--- config.mk ---
export PLATFORM = sky130hd
export DESIGN_NAME = alu
export DESIGN_NICKNAME = d
export VERILOG_FILES = /design/src/cpu_pkg.sv /design/src/alu.sv
export VERILOG_INCLUDE_DIRS = /design/src
export SDC_FILE = /design/constraint.sdc
export NUM_CORES = 1
export LEC_CHECK = 0
export BUFFER_PORTS_ARGS = -buffer_cell sky130_fd_sc_hd__buf_2
export CAP_MARGIN = 40
export CORE_ASPECT_RATIO = 0.75
export CORE_MARGIN = 2
export CORE_UTILIZATION = 62
export DETAILED_ROUTE_END_ITERATION = 8
export HOLD_SLACK_MARGIN = 0.12
export PLACE_DENSITY_LB_ADDON = 0.25
export SLEW_MARGIN = 20
export SYNTH_ARGS = -nofsm -noshare
export SYNTH_HDL_FRONTEND = slang
export SYNTH_SLANG_ARGS = --single-unit
--- constraint.sdc ---
create_clock -name Clk -period 0.9 [get_ports Clk]
set_input_delay 0.045 -clock Clk [delete_from_list [all_inputs] [get_ports Clk]]
set_output_delay 0.045 -clock Clk [all_outputs]
set_load 0.005 [all_outputs]
--- src/cpu_settings.svh ---
`ifndef CPU_SETTINGS_SVH
`define CPU_SETTINGS_SVH

// Data path word
`define CPU_DATA_W      16

// Memory and PC address
`define CPU_ADDR_W      9
`define CPU_MEM_DEPTH   512

// Register index, eight general registers
`define CPU_REG_IDX_W   3

// Signed branch offset field of BRD
`define CPU_OFFSET_W    10

`endif

--- src/cpu_pkg.sv ---
`include "cpu_settings.svh"

package cpu_pkg;

    typedef logic [`CPU_DATA_W-1:0]           word_t;
    typedef logic [`CPU_ADDR_W-1:0]           addr_t;
    typedef logic [`CPU_REG_IDX_W-1:0]        reg_idx_t;
    typedef logic signed [`CPU_OFFSET_W-1:0]  offset_t;
    typedef logic [3:0]                       flags_t;  // {V, N, C, Z}

    // Opcode field, IR[15:12]
    typedef enum logic [3:0] {
        OP_NOP = 4'd0,  OP_HLT = 4'd1,  OP_LDI = 4'd2,  OP_LD  = 4'd3,
        OP_ST  = 4'd4,  OP_OUT = 4'd5,  OP_JPL = 4'd6,  OP_RET = 4'd7,
        OP_BRD = 4'd8,  OP_ADD = 4'd9,  OP_SUB = 4'd10, OP_AND = 4'd11,
        OP_OR  = 4'd12, OP_XOR = 4'd13
    } opcode_t;

    typedef enum logic [2:0] {ALU_ADD, ALU_SUB, ALU_AND, ALU_OR, ALU_XOR} alu_op_t;

    // Sequencer states
    typedef enum logic [2:0] {
        S_IDLE, S_CLEAR, S_FETCH_ADDR, S_FETCH_IR, S_DECODE, S_EXECUTE
    } seq_state_t;

    // Datapath selects
    typedef enum logic [1:0] {PC_SRC_INC, PC_SRC_BRANCH, PC_SRC_REG, PC_SRC_LINK} pc_src_t;
    typedef enum logic [1:0] {WB_SRC_IMM, WB_SRC_MEM, WB_SRC_ALU} wb_src_t;
    typedef enum logic {ADDR_SRC_PC, ADDR_SRC_IMM} addr_src_t;
    typedef enum logic {OUT_SRC_MEM, OUT_SRC_REG} out_src_t;

endpackage

--- src/alu.sv ---
`timescale 1ns/1ps
`include "cpu_settings.svh"

module alu (
    input  logic              Clk,
    input  logic              rst_n,
    input  cpu_pkg::alu_op_t  alu_op,
    input  cpu_pkg::word_t    a,
    input  cpu_pkg::word_t    b,
    input  logic              alu_load,
    input  logic              flags_load,
    input  logic              flags_clear,
    output cpu_pkg::word_t    result,
    output cpu_pkg::flags_t   flags
);

    localparam int MSB = `CPU_DATA_W - 1;

    logic [`CPU_DATA_W:0] sum;     // Carry in top bit
    cpu_pkg::word_t       res_c;
    logic                 carry_c;
    logic                 ovf_c;

    always_comb begin
        sum     = '0;
        carry_c = 1'b0;            // Logic ops clear C and V
        ovf_c   = 1'b0;
        case (alu_op)
            cpu_pkg::ALU_ADD: begin
                sum     = {1'b0, a} + {1'b0, b};
                res_c   = sum[MSB:0];
                carry_c = sum[MSB+1];
                ovf_c   = (a[MSB] == b[MSB]) && (res_c[MSB] != a[MSB]);
            end
            cpu_pkg::ALU_SUB: begin
                sum     = {1'b0, a} + {1'b0, ~b} + 1'b1;
                res_c   = sum[MSB:0];
                carry_c = sum[MSB+1];  // Not-borrow
                ovf_c   = (a[MSB] != b[MSB]) && (res_c[MSB] != a[MSB]);
            end
            cpu_pkg::ALU_AND: res_c = a & b;
            cpu_pkg::ALU_OR:  res_c = a | b;
            default:          res_c = a ^ b;
        endcase
    end

    always_ff @(posedge Clk or negedge rst_n) begin
        if (!rst_n) begin
            flags <= '0;
        end else if (flags_clear) begin   // Clear wins
            flags <= '0;
        end else if (flags_load) begin
            flags <= {ovf_c, res_c[MSB], carry_c, (res_c == '0)};
        end
    end

    always_ff @(posedge Clk) begin
        if (alu_load) result <= res_c;
    end

endmodule

==> results of run 1 <==
per-stage QoR:
stage          cell area (sq um)  instances  setup TNS, ps  worst slack [ps]  utilization, %
3_5_place_dp                5030        678         -26240             -2270            95.6
3_3_place_gp                5030        678         -23210             -1980            95.6
2_1_floorplan               3750        425         -16320             -1700               -
synthesized netlist by cell type, drive strengths merged, types with 3 or more instances:
library cell / n
ha: 51
inv: 50
nor2: 38
nand2: 32
a21oi: 25
o21ai: 19
buf: 17
edfxtp: 16
nor3: 14
a211oi: 11
nand2b: 10
a21o: 8
clkbuf: 7
mux2i: 7
nand3: 7
nor2b: 7
o211ai: 7
o31ai: 7
a31oi: 6
o22ai: 6
nand4: 5
o21a: 5
xnor2: 5
a211o: 4
a221oi: 4
a31o: 4
and3: 4
dfrtp: 4
o2111ai: 4
or3: 4
a221o: 3
nor4: 3
kinds of logic after synthesis:
| logic type | after synthesis |
|---|---|
| compound gates | 131 |
| xor+xnor | 5 |
| fa+ha+maj | 53 |
| buf+inv | 74 |
| flops | 20 |
| mux | 8 |
| simple gates | 134 |
==> metrics.txt, run 1 <==
status aborted with a tool error; Last stage 4_1_cts; stop err [ERROR DPL-0038] Utilization greater than 100%, impossible to legalize; Post-CTS Resized 96; CTS Sinks 20; Mapped Area 3340 sq um; net count after synthesis 518; Async SR Flop Fraction 20.0%; register area share after synthesis 17.4%; CTS Hold Bufs 3; DIE HEIGHT 67.6 um; EDFF count, synth 16; RD Place Congestion 1.07; mux cell area share after synthesis 2.77%; Synth Area in Compound Gates 28.3%; Std-Cell Rows 23; top-area cell type share of the netlist area 19.1%; Yosys warnings 0; boundary pin count 60; post-synth top area cell ha_1; CTS HTree Levels 1; dominant synthesized flop cell edfxtp_1; I/O Buffers 59; TritonCTS Buffers 3; final HPWL from detailed placement 12600 um; top cells by area, synth ha_1 19%, edfxtp_1 14%, inv_1 5.6%, nor2_1 4.3%, nand2_1 3.6%; Post-CTS Setup Bufs 28; Root Buffer clkbuf_8; Unique masters post-synth 66; Synth Area in Adders 20.3%; Initial Utilization 63.5%; Syn Inst Count 425; Max clock buf depth 2; Post-Synth XOR/XNOR Area 1.31%; largest family of logic cells by synthesized area compound AO/OA/AOI/OAI gates; Simple-Gate Fraction of Synth Area 20.2%; flops & latches, synth 20; Mapped Avg Cell Area 7.87 sq um; Die W 88.8 um
==> run 2, diff against run 1 <==
Settings changed: CORE_ASPECT_RATIO 0.75 to default, CORE_UTILIZATION 62 to 40, HOLD_SLACK_MARGIN 0.12 to default, PLACE_DENSITY_LB_ADDON 0.25 to 0.15.
==> run 2 against run 1 <==
Effect of this change: synthesized cell count unchanged; the flow now finishes, with violations (negative setup slack); synthesized area did not move.
==> metrics.txt, run 2 <==
Die W 95.4 um (was 88.8 um); flops & latches, synth 20 (unchanged); sw frac 38.1%; Largest regs result x16, flags x4; register area share after synthesis 17.4% (unchanged); Yosys warnings 0 (unchanged); Mapped Avg Cell Area 7.87 sq um (unchanged); Mapped Area 3340 sq um (unchanged); Root Buffer clkbuf_8 (unchanged); Slowest-stage cell, CP or4b_4; Worst setup EP type flop; r2r setup slk 100 ps; Fin. Hold Viols 0; Slew @ Worst Pin 581 ps; RR Endpoint flags[1]; MaxCap Viol Count 0; sequential power share 21.7%; P_leak 0.00272 uW; via count 4226; Setup Crit Path Kind in -> reg; post-synth top area cell ha_1 (unchanged); reg2reg start flags[1]; Area Growth Syn to Fin 80.7%; Std-Cell Rows 33 (was 23); drt pass-1 iters 5; Syn Inst Count 425 (unchanged); Max Fclk 0.366 GHz; layout cells sized above 1 56.4%; DIE HEIGHT 95.4 um (was 67.6 um); I/O Buffers 59 (unchanged); Die Area 9100 sq um; CP Cell Sequence buf_8, ha_4, inv_2, fa_2, nor2b_4, o21ai_4, nand2_2, mux2i_1, o211ai_1, or4b_4, nor4_1, or4b_1, o21ai_1; Logic pwr share 67.6%; net count after synthesis 518 (unchanged); Final Util 73.9%; Async SR Flop Fraction 20.0% (unchanged); CTS HTree Levels 1 (unchanged); Reg2Reg Depth 2; Starting DRT DRC Count 230; top-area cell type share of the netlist area 19.1% (unchanged); # setup viols final 19; crit-path leading delay family simple AND/OR/NAND/NOR gates; CP required 1070 ps; Max clock buf depth 2 (unchanged); dominant synthesized flop cell edfxtp_1 (unchanged); CP bufs+invs 2; TritonCTS Buffers 3 (unchanged); CTS tree yes; Reg with most FFs result; DP Area 5140 sq um (was 5030 sq um); Worst EP arrival 2900 ps; top cells by count, synth 51 x ha_1, 50 x inv_1, 38 x nor2_1 (unchanged); vias in the first global route 4172; slowest stage delay, CP 560 ps; Final ANT Viol Nets 0; IR Drop Worst-Case VDD 0.541 mV; routed len/inst 17.5 um; Routed WL 13100 um; number of diodes 0; Remaining DRCs 0; worst-path maximum fanout 2; dpl ws -2080 ps (was -2270 ps); status complete, but fails checks (was aborted with a tool error); Overflow after GRT 0; largest net degree at the start of global routing 22; CP Launch Type primary input; Hold WC Path Type in -> reg; Unique masters post-synth 66 (unchanged); RSZ-0062 raised after global routing yes; NetSw 2040 uW; Initial Utilization 40.9% (was 63.5%); Final min period 2730 ps; core footprint 8180 sq um; clk slew on worst S/H paths 70 ps; Tcrit/Tclk final 303%; vias per cell 5.63; initial antenna violation count 0; NumNets Final 739; RD Place Congestion 0.923 (was 1.07); most frequent cell after synthesis ha_1 (unchanged); Final Instance Area 6040 sq um; CTS Sinks 20 (unchanged); clock group share of total power 10.8%; final HPWL from detailed placement 9570 um (was 12600 um); pwr/cell area 884 nW/um^2; failing checks negative setup slack; EDFF count, synth 16 (unchanged); Final Slew Violations 0; most frequent cells in the layout 155 x buf_4, 39 x buf_2, 37 x nor2_1; most common cell after layout, fill and taps aside buf_4; max reg flops 16; Internal Dissipation 3300 uW; CP startpoint a[0]; boundary pin count 60 (unchanged); first-pass GRT wire length 19700 um; Setup crit end flags[0]; final setup margin -1830 ps; Worst Skew 0 ps; GRT Total Usage 27.2%; Slew HR 60.7%; top cells by area, synth ha_1 19%, edfxtp_1 14%, inv_1 5.6%, nor2_1 4.3%, nand2_1 3.6% (unchanged); worst skew pair latency 250 ps; Crit path depth 13
-- run 2: cell counts after synthesis --
No cell type changed its count.
-- run 2: area by class of cell --
type | count | area (sq um)
Fill cell | 604 | 2130
Clock inverter | 1 | 3.75
Tap cell | 105 | 131
Clock buffer | 3 | 41.3
Inverter | 50 | 246
Timing Repair Buffer | 240 | 1910
Multi-Input combinational cell | 331 | 3130
Sequential cell | 20 | 581
-- run 2: per-stage QoR --
stage | setup TNS [ps] | total power [uW] | std cells | hold WS [ps]
2_1_floorplan | -16320 | 2710 | 425 | -251
3_3_place_gp | -24110 | 3920 | 715 | -147
3_5_place_dp | -24680 | 3980 | 715 | -146
4_1_cts | -18450 | 4990 | 743 | 56.8
5_1_grt | -20750 | 5630 | 750 | 76.6
6_report | -19490 | 5340 | 750 | 75.3
-- run 2: power groups by stage --
stage                     clock (uW)  combinational, uW  sequential [uW]
final                            575               3610             1160
after global routing             612               3850             1170
after CTS                        588               3250             1160
after detailed placement           0               2800             1180
after global placement             0               2740             1170
after floorplan                    0               1510             1190
-- run 2: timing repair --
action / CTS / global route
pin swaps: 62 / 41
setup buffers: 31 / 15
gates resized for setup: 102 / 51
hold buffers: 1 / 0
endpoints found under the setup margin: 20 / 19
cloned: 0 / 0
endpoints found under the hold margin: 4 / 0
-- run 2: worst min-delay path by stage --
stage,from,slack (ps),cells after the start,endpoint
after global routing,flags_clear,80,3,flags[3]
after CTS,flags_clear,60,3,flags[3]
final,flags_clear,80,3,flags[3]
after detailed placement,rst_n,-150,1,flags[3]
after floorplan,rst_n,-250,0,flags[0]
after global placement,rst_n,-150,1,flags[1]
-- run 2: cell families after synthesis --
group                    after synthesis  synth area share [%]
AND/OR/NAND/NOR                      134                  20.2
flip-flops                            20                  17.4
XOR/XNOR                               5                  1.31
adder cells (fa/ha/maj)               53                  20.3
buffers and inverters                 74                  9.69
AO/OA/AOI/OAI                        131                  28.3
multiplexers                           8                  2.77
-- run 2: per-layer routing --
| layer | wire length, um | GRT usage [%] |
|---|---|---|
| met1 | 5410 | 35.3 |
| met2 | 6610 | 48.9 |
| met3 | 748 | 1.66 |
| met4 | 339 | 7.50 |
| met5 | 0 | 0 |
-- run 2: worst register-to-register path, stage by stage, from the launching register on --
cell and delay (ps):
dfrtp_1 350, nor2_1 60, a211oi_1 280
No activity file was read; power rests on OpenSTA's default activity.
==> run 3, diff against run 2 <==
Settings changed: ABC_AREA from default to 1, HOLD_SLACK_MARGIN from default to 0.12.
==> run 3 against run 2 <==
Effect of this change: the run still ends with negative setup slack left; maximum frequency grew 70%; wire length fell by 5.9%; first-iteration DRC count down 31%; largest power group unchanged.
==> metrics.txt, run 3 <==
status complete, but fails checks (unchanged); failing checks negative setup slack (unchanged); vias per cell 4.69 (was 5.63); Mapped Area 3800 sq um (was 3340 sq um); initial antenna violation count 0 (unchanged); vias in the first global route 4255 (was 4172); final HPWL from detailed placement 10100 um (was 9570 um); worst skew pair latency 260 ps (was 250 ps); NetSw 2190 uW (was 2040 uW); top-area cell type share of the netlist area 17.4% (was 19.1%); Mapped Avg Cell Area 6.09 sq um (was 7.87 sq um); worst-path maximum fanout 6 (was 2); Initial Utilization 41.2% (was 40.9%); number of diodes 0 (unchanged); Max clock buf depth 2 (unchanged); RSZ-0062 raised after global routing yes (unchanged); Logic pwr share 66.4% (was 67.6%); TritonCTS Buffers 3 (unchanged); r2r setup slk 190 ps (was 100 ps); Post-Synth XOR/XNOR Area 0.230% (was 1.31%); clk slew on worst S/H paths 70 ps (about the same); net count after synthesis 718 (was 518); Syn Inst Count 625 (was 425); flops & latches, synth 20 (unchanged); routed len/inst 13.1 um (was 17.5 um); Root Buffer clkbuf_8 (unchanged); dominant synthesized flop cell edfxtp_1 (unchanged); Area Growth Syn to Fin 65.9% (was 80.7%); pwr/cell area 851 nW/um^2 (was 884 nW/um^2); Worst Skew 0 ps (unchanged); sequential power share 21.3% (was 21.7%); max reg flops 16 (unchanged); largest family of logic cells by synthesized area simple AND/OR/NAND/NOR gates (was compound AO/OA/AOI/OAI gates); Die W 102 um (was 95.4 um); most frequent cell after synthesis nand2_1 (was ha_1); top cells by area, synth nand2_1 17%, ha_1 17%, inv_1 14%, edfxtp_1 13%, nand3_1 9.2% (was ha_1 19%, edfxtp_1 14%, inv_1 5.6%, nor2_1 4.3%, nand2_1 3.6%); core footprint 9240 sq um (was 8180 sq um); NumNets Final 904 (was 739); Routed WL 12300 um (was 13100 um); setup TNS -10460 ps (was -19490 ps); most common cell after layout, fill and taps aside nand2_1 (was buf_4); Final min period 1600 ps (was 2730 ps); reg2reg start flags[2] (was flags[1]); Slew @ Worst Pin 340 ps (was 581 ps); CTS Sinks 20 (unchanged); mux cell area share after synthesis 0% (was 2.77%); Die Area 10300 sq um (was 9100 sq um); Reg2Reg Depth 1 (was 2); DIE HEIGHT 102 um (was 95.4 um); I/O Buffers 59 (unchanged); via count 4404 (was 4226); register area share after synthesis 15.3% (was 17.4%); # setup viols final 19 (unchanged); most frequent cells in the layout 125 x nand2_1, 116 x buf_4, 88 x inv_1 (was 155 x buf_4, 39 x buf_2, 37 x nor2_1); sw frac 40.9% (was 38.1%); Fin. Hold Viols 0 (unchanged); IR Drop Worst-Case VDD 0.557 mV (was 0.541 mV); first-pass GRT wire length 19700 um (about the same); layout cells sized above 1 52.2% (was 56.4%); CP required 1050 ps (was 1070 ps); Worst setup EP type flop (unchanged); Starting DRT DRC Count 158 (was 230); CP Launch Type primary input (unchanged); Std-Cell Rows 35 (was 33); Synth Area in Compound Gates 8.03% (was 28.3%); RR Endpoint flags[2] (was flags[1]); Max Fclk 0.624 GHz (was 0.366 GHz); CTS tree yes (unchanged); Internal Dissipation 3170 uW (was 3300 uW); Worst EP arrival 1750 ps (was 2900 ps); Async SR Flop Fraction 20.0% (unchanged); Final ANT Viol Nets 0 (unchanged); Reg with most FFs result (unchanged); GRT Total Usage 23.8% (was 27.2%); Yosys warnings 0 (unchanged); P_leak 0.00337 uW (was 0.00272 uW); Synth Area in Adders 17.8% (was 20.3%); Overflow after GRT 0 (unchanged); post-synth top area cell nand2_1 (was ha_1); Final Slew Violations 0 (unchanged); drt pass-1 iters 4 (was 5); EDFF count, synth 16 (unchanged); largest net degree at the start of global routing 17 (was 22); Slew HR 77.2% (was 60.7%); Unique masters post-synth 37 (was 66); top cells by count, synth 176 x nand2_1, 137 x inv_1, 70 x nand3_1 (was 51 x ha_1, 50 x inv_1, 38 x nor2_1); Remaining DRCs 0 (unchanged); Tcrit/Tclk final 178% (was 303%); Min Hold Slack 118 ps (was 75.3 ps); Simple-Gate Fraction of Synth Area 40.3% (was 20.2%); CTS HTree Levels 1 (unchanged); Setup Crit Path Kind in -> reg (unchanged); MaxCap Viol Count 0 (unchanged); final setup margin -703 ps (was -1830 ps); Largest regs result x16, flags x4 (unchanged); RD Place Congestion 0.894 (was 0.923); boundary pin count 60 (unchanged); clock group share of total power 12.3% (was 10.8%); Hold WC Path Type in -> async (was in -> reg)
## run 3: changes by cell type in the layout (fill, tap and decap cells not counted), sizes merged, moves of 8 or more
cell / before / now
nand2: 32 / 190
inv: 49 / 142
a21o: 8 / 0
nor3: 14 / 6
nor2: 38 / 54
nand3: 7 / 74
buf: 238 / 198
nand2b: 10 / 0
## run 3: cell type report
cell class                      count  area (sq um)
Clock buffer                        4          55.1
Fill cell                         851          2930
Inverter                          143           621
Multi-Input combinational cell    444          3310
Sequential cell                    20           581
Tap cell                          129           161
Timing Repair Buffer              199          1580
## run 3: how the worst max path moves through the flow
stage | slack, ps | to | start | cells past startpoint
2_1_floorplan | -780 | flags[0] | a[0] | 14
3_3_place_gp | -1170 | flags[0] | a[0] | 15
3_5_place_dp | -1200 | flags[0] | a[0] | 15
4_1_cts | -720 | flags[0] | a[0] | 15
5_1_grt | -820 | flags[0] | a[0] | 15
6_report | -700 | flags[0] | b[4] | 18
## run 3: cell families after synthesis
logic type,Yosys count
xor+xnor,1
buf+inv,161
fa+ha+maj,53
simple gates,337
compound gates,53
flops,20
## run 3: power groups by stage
stage | Sequential [uW] | Combinational [uW] | Clock, uW
5_1_grt | 1150 | 3900 | 715
3_3_place_gp | 1160 | 2750 | 0
6_report | 1140 | 3570 | 660
4_1_cts | 1140 | 3360 | 678
3_5_place_dp | 1160 | 2780 | 0
2_1_floorplan | 1180 | 1630 | 0
## run 3: stage by stage
| step | setup WS, ps | instances | utilization (%) | total power, uW | cell area, sq um |
|---|---|---|---|---|---|
| after global routing | -815 | 939 | 68.3 | 5770 | 6310 |
| after detailed placement | -1200 | 911 | 57.2 | 3950 | 5280 |
| final | -703 | 939 | 68.3 | 5370 | 6310 |
| after CTS | -725 | 935 | 65.9 | 5190 | 6090 |
| after global placement | -1170 | 911 | 57.2 | 3910 | 5280 |
| after floorplan | -782 | 625 | - | 2810 | 4130 |
## run 3: repair_timing
item | CTS | global route
pin swaps | 101 | 35
hold endpoints to repair | 4 | 0
gates resized for setup | 186 | 46
buffers inserted | 23 | 5
hold buffers | 2 | 0
endpoints found under the setup margin | 19 | 23
## run 3: routing by layer
| layer | share of wire, % | GRT usage [%] |
|---|---|---|
| met1 | 44 | 31.2 |
| met2 | 51 | 43.8 |
| met3 | 4.6 | 1.31 |
| met4 | 0.78 | 3.43 |
| met5 | 0 | 0 |
## run 3: critical path, stage by stage
cell	delay (ps)
buf_12	90
inv_12	30
ha_4	320
buf_6	120
inv_4	30
a21oi_4	190
nand3_4	140
buf_6	150
nand2_4	60
nand3_2	50
nand2_1	70
nand3_2	90
nand3_2	80
nand2_2	70
nand2_1	60
nor2_1	40
nand3_1	60
nand2_1	50
==> run 4, diff against run 3 <==
Settings changed: CORE_ASPECT_RATIO from default to 0.6.
==> run 4 against run 3 <==
Effect of this change: the run still ends with negative setup slack left; hold slack improved by 16 ps; global-route usage rose by 2.5 points; worst setup slack got worse by 35 ps; sequential power about the same; first-iteration DRC count grew 82%; via count is 1.3% higher; final area decreased by 1.2%; sequential cell count did not move; critical endpoint unchanged; largest cell class unchanged.
==> metrics.txt, run 4 (same netlist as run 3, synthesis figures left out) <==
clk slew on worst S/H paths 50 ps (was 70 ps); CP Launch Type primary input (unchanged); CP required 1090 ps (was 1050 ps); clock group share of total power 15.7% (was 12.3%); most frequent cells in the layout 127 x nand2_1, 125 x buf_4, 96 x inv_1 (was 125 x nand2_1, 116 x buf_4, 88 x inv_1); Tcrit/Tclk final 182% (was 178%); Slew HR 76.7% (was 77.2%); Final min period 1640 ps (was 1600 ps); met2 Track Usage GR 39.2% (was 43.8%); met1 usage 39.9% (was 31.2%); initial antenna violation count 0 (unchanged); CTS HTree Levels 1 (unchanged); Max Fclk 0.610 GHz (was 0.624 GHz); Worst Hold Path Cells 4; drt pass-1 iters 5 (was 4); Hold Path Origin flags_load; vias in the first global route 4221 (was 4255); NetSw 2250 uW (was 2190 uW); Reg2Reg Depth 1 (unchanged); Area Growth Syn to Fin 63.8% (was 65.9%); CTS Sinks 20 (unchanged); Routed WL 13400 um (was 12300 um); Final Slew Violations 0 (unchanged); CP startpoint a[0] (was b[4]); Die Area 10300 sq um (about the same); Initial Utilization 41.2% (about the same); sw frac 40.1% (was 40.9%); final HPWL from detailed placement 11100 um (was 10100 um); routed len/inst 14.3 um (was 13.1 um); footprint of the multi-input gates 3240 sq um (was 3310 sq um); failing checks negative setup slack (unchanged); # setup viols final 19 (unchanged); Max clock buf depth 2 (unchanged); Starting DRT DRC Count 287 (was 158); FILL cells 822 (was 851); sequential power share 20.5% (was 21.3%); vias per cell 4.74 (was 4.69); Overflow after GRT 0 (unchanged); Reg area 581 sq um (unchanged); Reg with most FFs result (unchanged); P_leak 0.00334 uW (was 0.00337 uW); final setup margin -738 ps (was -703 ps); RSZ-0062 raised after global routing yes (unchanged); Logic pwr share 63.8% (was 66.4%); most common cell after layout, fill and taps aside nand2_1 (unchanged); core footprint 9220 sq um (was 9240 sq um); Hold WC Path Type in -> reg (was in -> async); DIE HEIGHT 79.5 um (was 102 um); MaxCap Viol Count 0 (unchanged); Remaining DRCs 0 (unchanged); Worst Skew 0 ps (unchanged); Final Instance Area 6230 sq um (was 6310 sq um); Die W 130 um (was 102 um); max reg flops 16 (unchanged); number of diodes 0 (unchanged); pwr/cell area 900 nW/um^2 (was 851 nW/um^2); NumNets Final 905 (was 904); Largest regs result x16, flags x4 (unchanged); reg2reg start flags[2] (unchanged); boundary pin count 60 (unchanged); GRT Total Usage 26.3% (was 23.8%); Setup Crit Path Kind in -> reg (unchanged); Global Route met3 Usage 4.49% (was 1.31%); Std-Cell Rows 27 (was 35); worst skew pair latency 250 ps (was 260 ps); status complete, but fails checks (unchanged); Slew @ Worst Pin 347 ps (was 340 ps); Worst EP arrival 1830 ps (was 1750 ps); I/O Buffers 59 (unchanged); grt peak-use layer met1 (was met2); Final Util 67.6% (was 68.3%); Internal Dissipation 3360 uW (was 3170 uW); Root Buffer clkbuf_16 (was clkbuf_8); worst-path maximum fanout 4 (was 6); Worst setup EP type flop (unchanged); RD Place Congestion 0.956 (was 0.894); via count 4460 (was 4404); Final ANT Viol Nets 0 (unchanged); IR Drop Worst-Case VDD 0.929 mV (was 0.557 mV); Fin. Hold Viols 0 (unchanged); TritonCTS Buffers 3 (unchanged); first-pass GRT wire length 21200 um (was 19700 um); DP Area 5310 sq um (was 5280 sq um); largest net degree at the start of global routing 20 (was 17); layout cells sized above 1 51.4% (was 52.2%); CTS tree yes (unchanged)
[run 4: power groups by stage]
stage / Sequential [uW] / Clock (uW) / Combinational (uW)
finish: 1150 / 883 / 3580
global route: 1160 / 940 / 3900
CTS: 1150 / 911 / 3240
detailed placement: 1170 / 0 / 2880
global placement: 1160 / 0 / 2850
floorplan: 1180 / 0 / 1630
[run 4: area by class of cell]
| type | instances | area share (%) |
|---|---|---|
| multi-input cells | 444 | 52.0 |
| repair buffers | 200 | 24.9 |
| clock buffers | 3 | 1.20 |
| clock inverters | 1 | 0.0602 |
| flip-flops and latches | 20 | 9.32 |
| well taps | 130 | 2.61 |
| inverters | 143 | 9.88 |
[run 4: final timing paths]
check                      endpoint  slack (ps)
max                        flags[0]        -740
min                        flags[1]         130
max reg2reg                flags[2]         190
min reg2reg                flags[1]         480
max in group asynchronous  flags[1]         620
min in group asynchronous  flags[0]         160
[run 4: repair_timing]
item / CTS / global route
buffers inserted: 14 / 11
endpoints found under the hold margin: 6 / 0
endpoints found under the setup margin: 20 / 24
gates resized for setup: 114 / 95
pin swaps: 53 / 52
hold buffers: 3 / 0
[run 4: stage by stage]
stage	hold WS (ps)	setup TNS [ps]	setup WS, ps	instances	power [uW]
6_report	134	-11550	-738	941	5610
5_1_grt	176	-13430	-964	941	5990
4_1_cts	129	-11140	-734	934	5300
3_5_place_dp	-146	-19290	-1200	916	4050
3_3_place_gp	-147	-19060	-1160	916	4010
2_1_floorplan	-251	-9870	-782	625	2810
[run 4: layer usage]
layer / part of all wire [%] / vias up
li1: - / 2300
met4: 0.61 / 0
met5: 0 / -
met1: 52 / 2003
met3: 6.7 / 8
met2: 41 / 149
[run 4: worst max-delay path, cell delays in order]
cell	delay [ps]
buf_12	100
inv_12	30
ha_4	150
fa_2	350
inv_2	120
nand2_2	80
nand3_4	100
nand3_2	90
nand2_1	70
nand2_1	40
nand3_1	60
nand3b_1	120
nor2_4	140
nand2_1	70
nor2_2	130
nand3_2	80
nand2_1	60
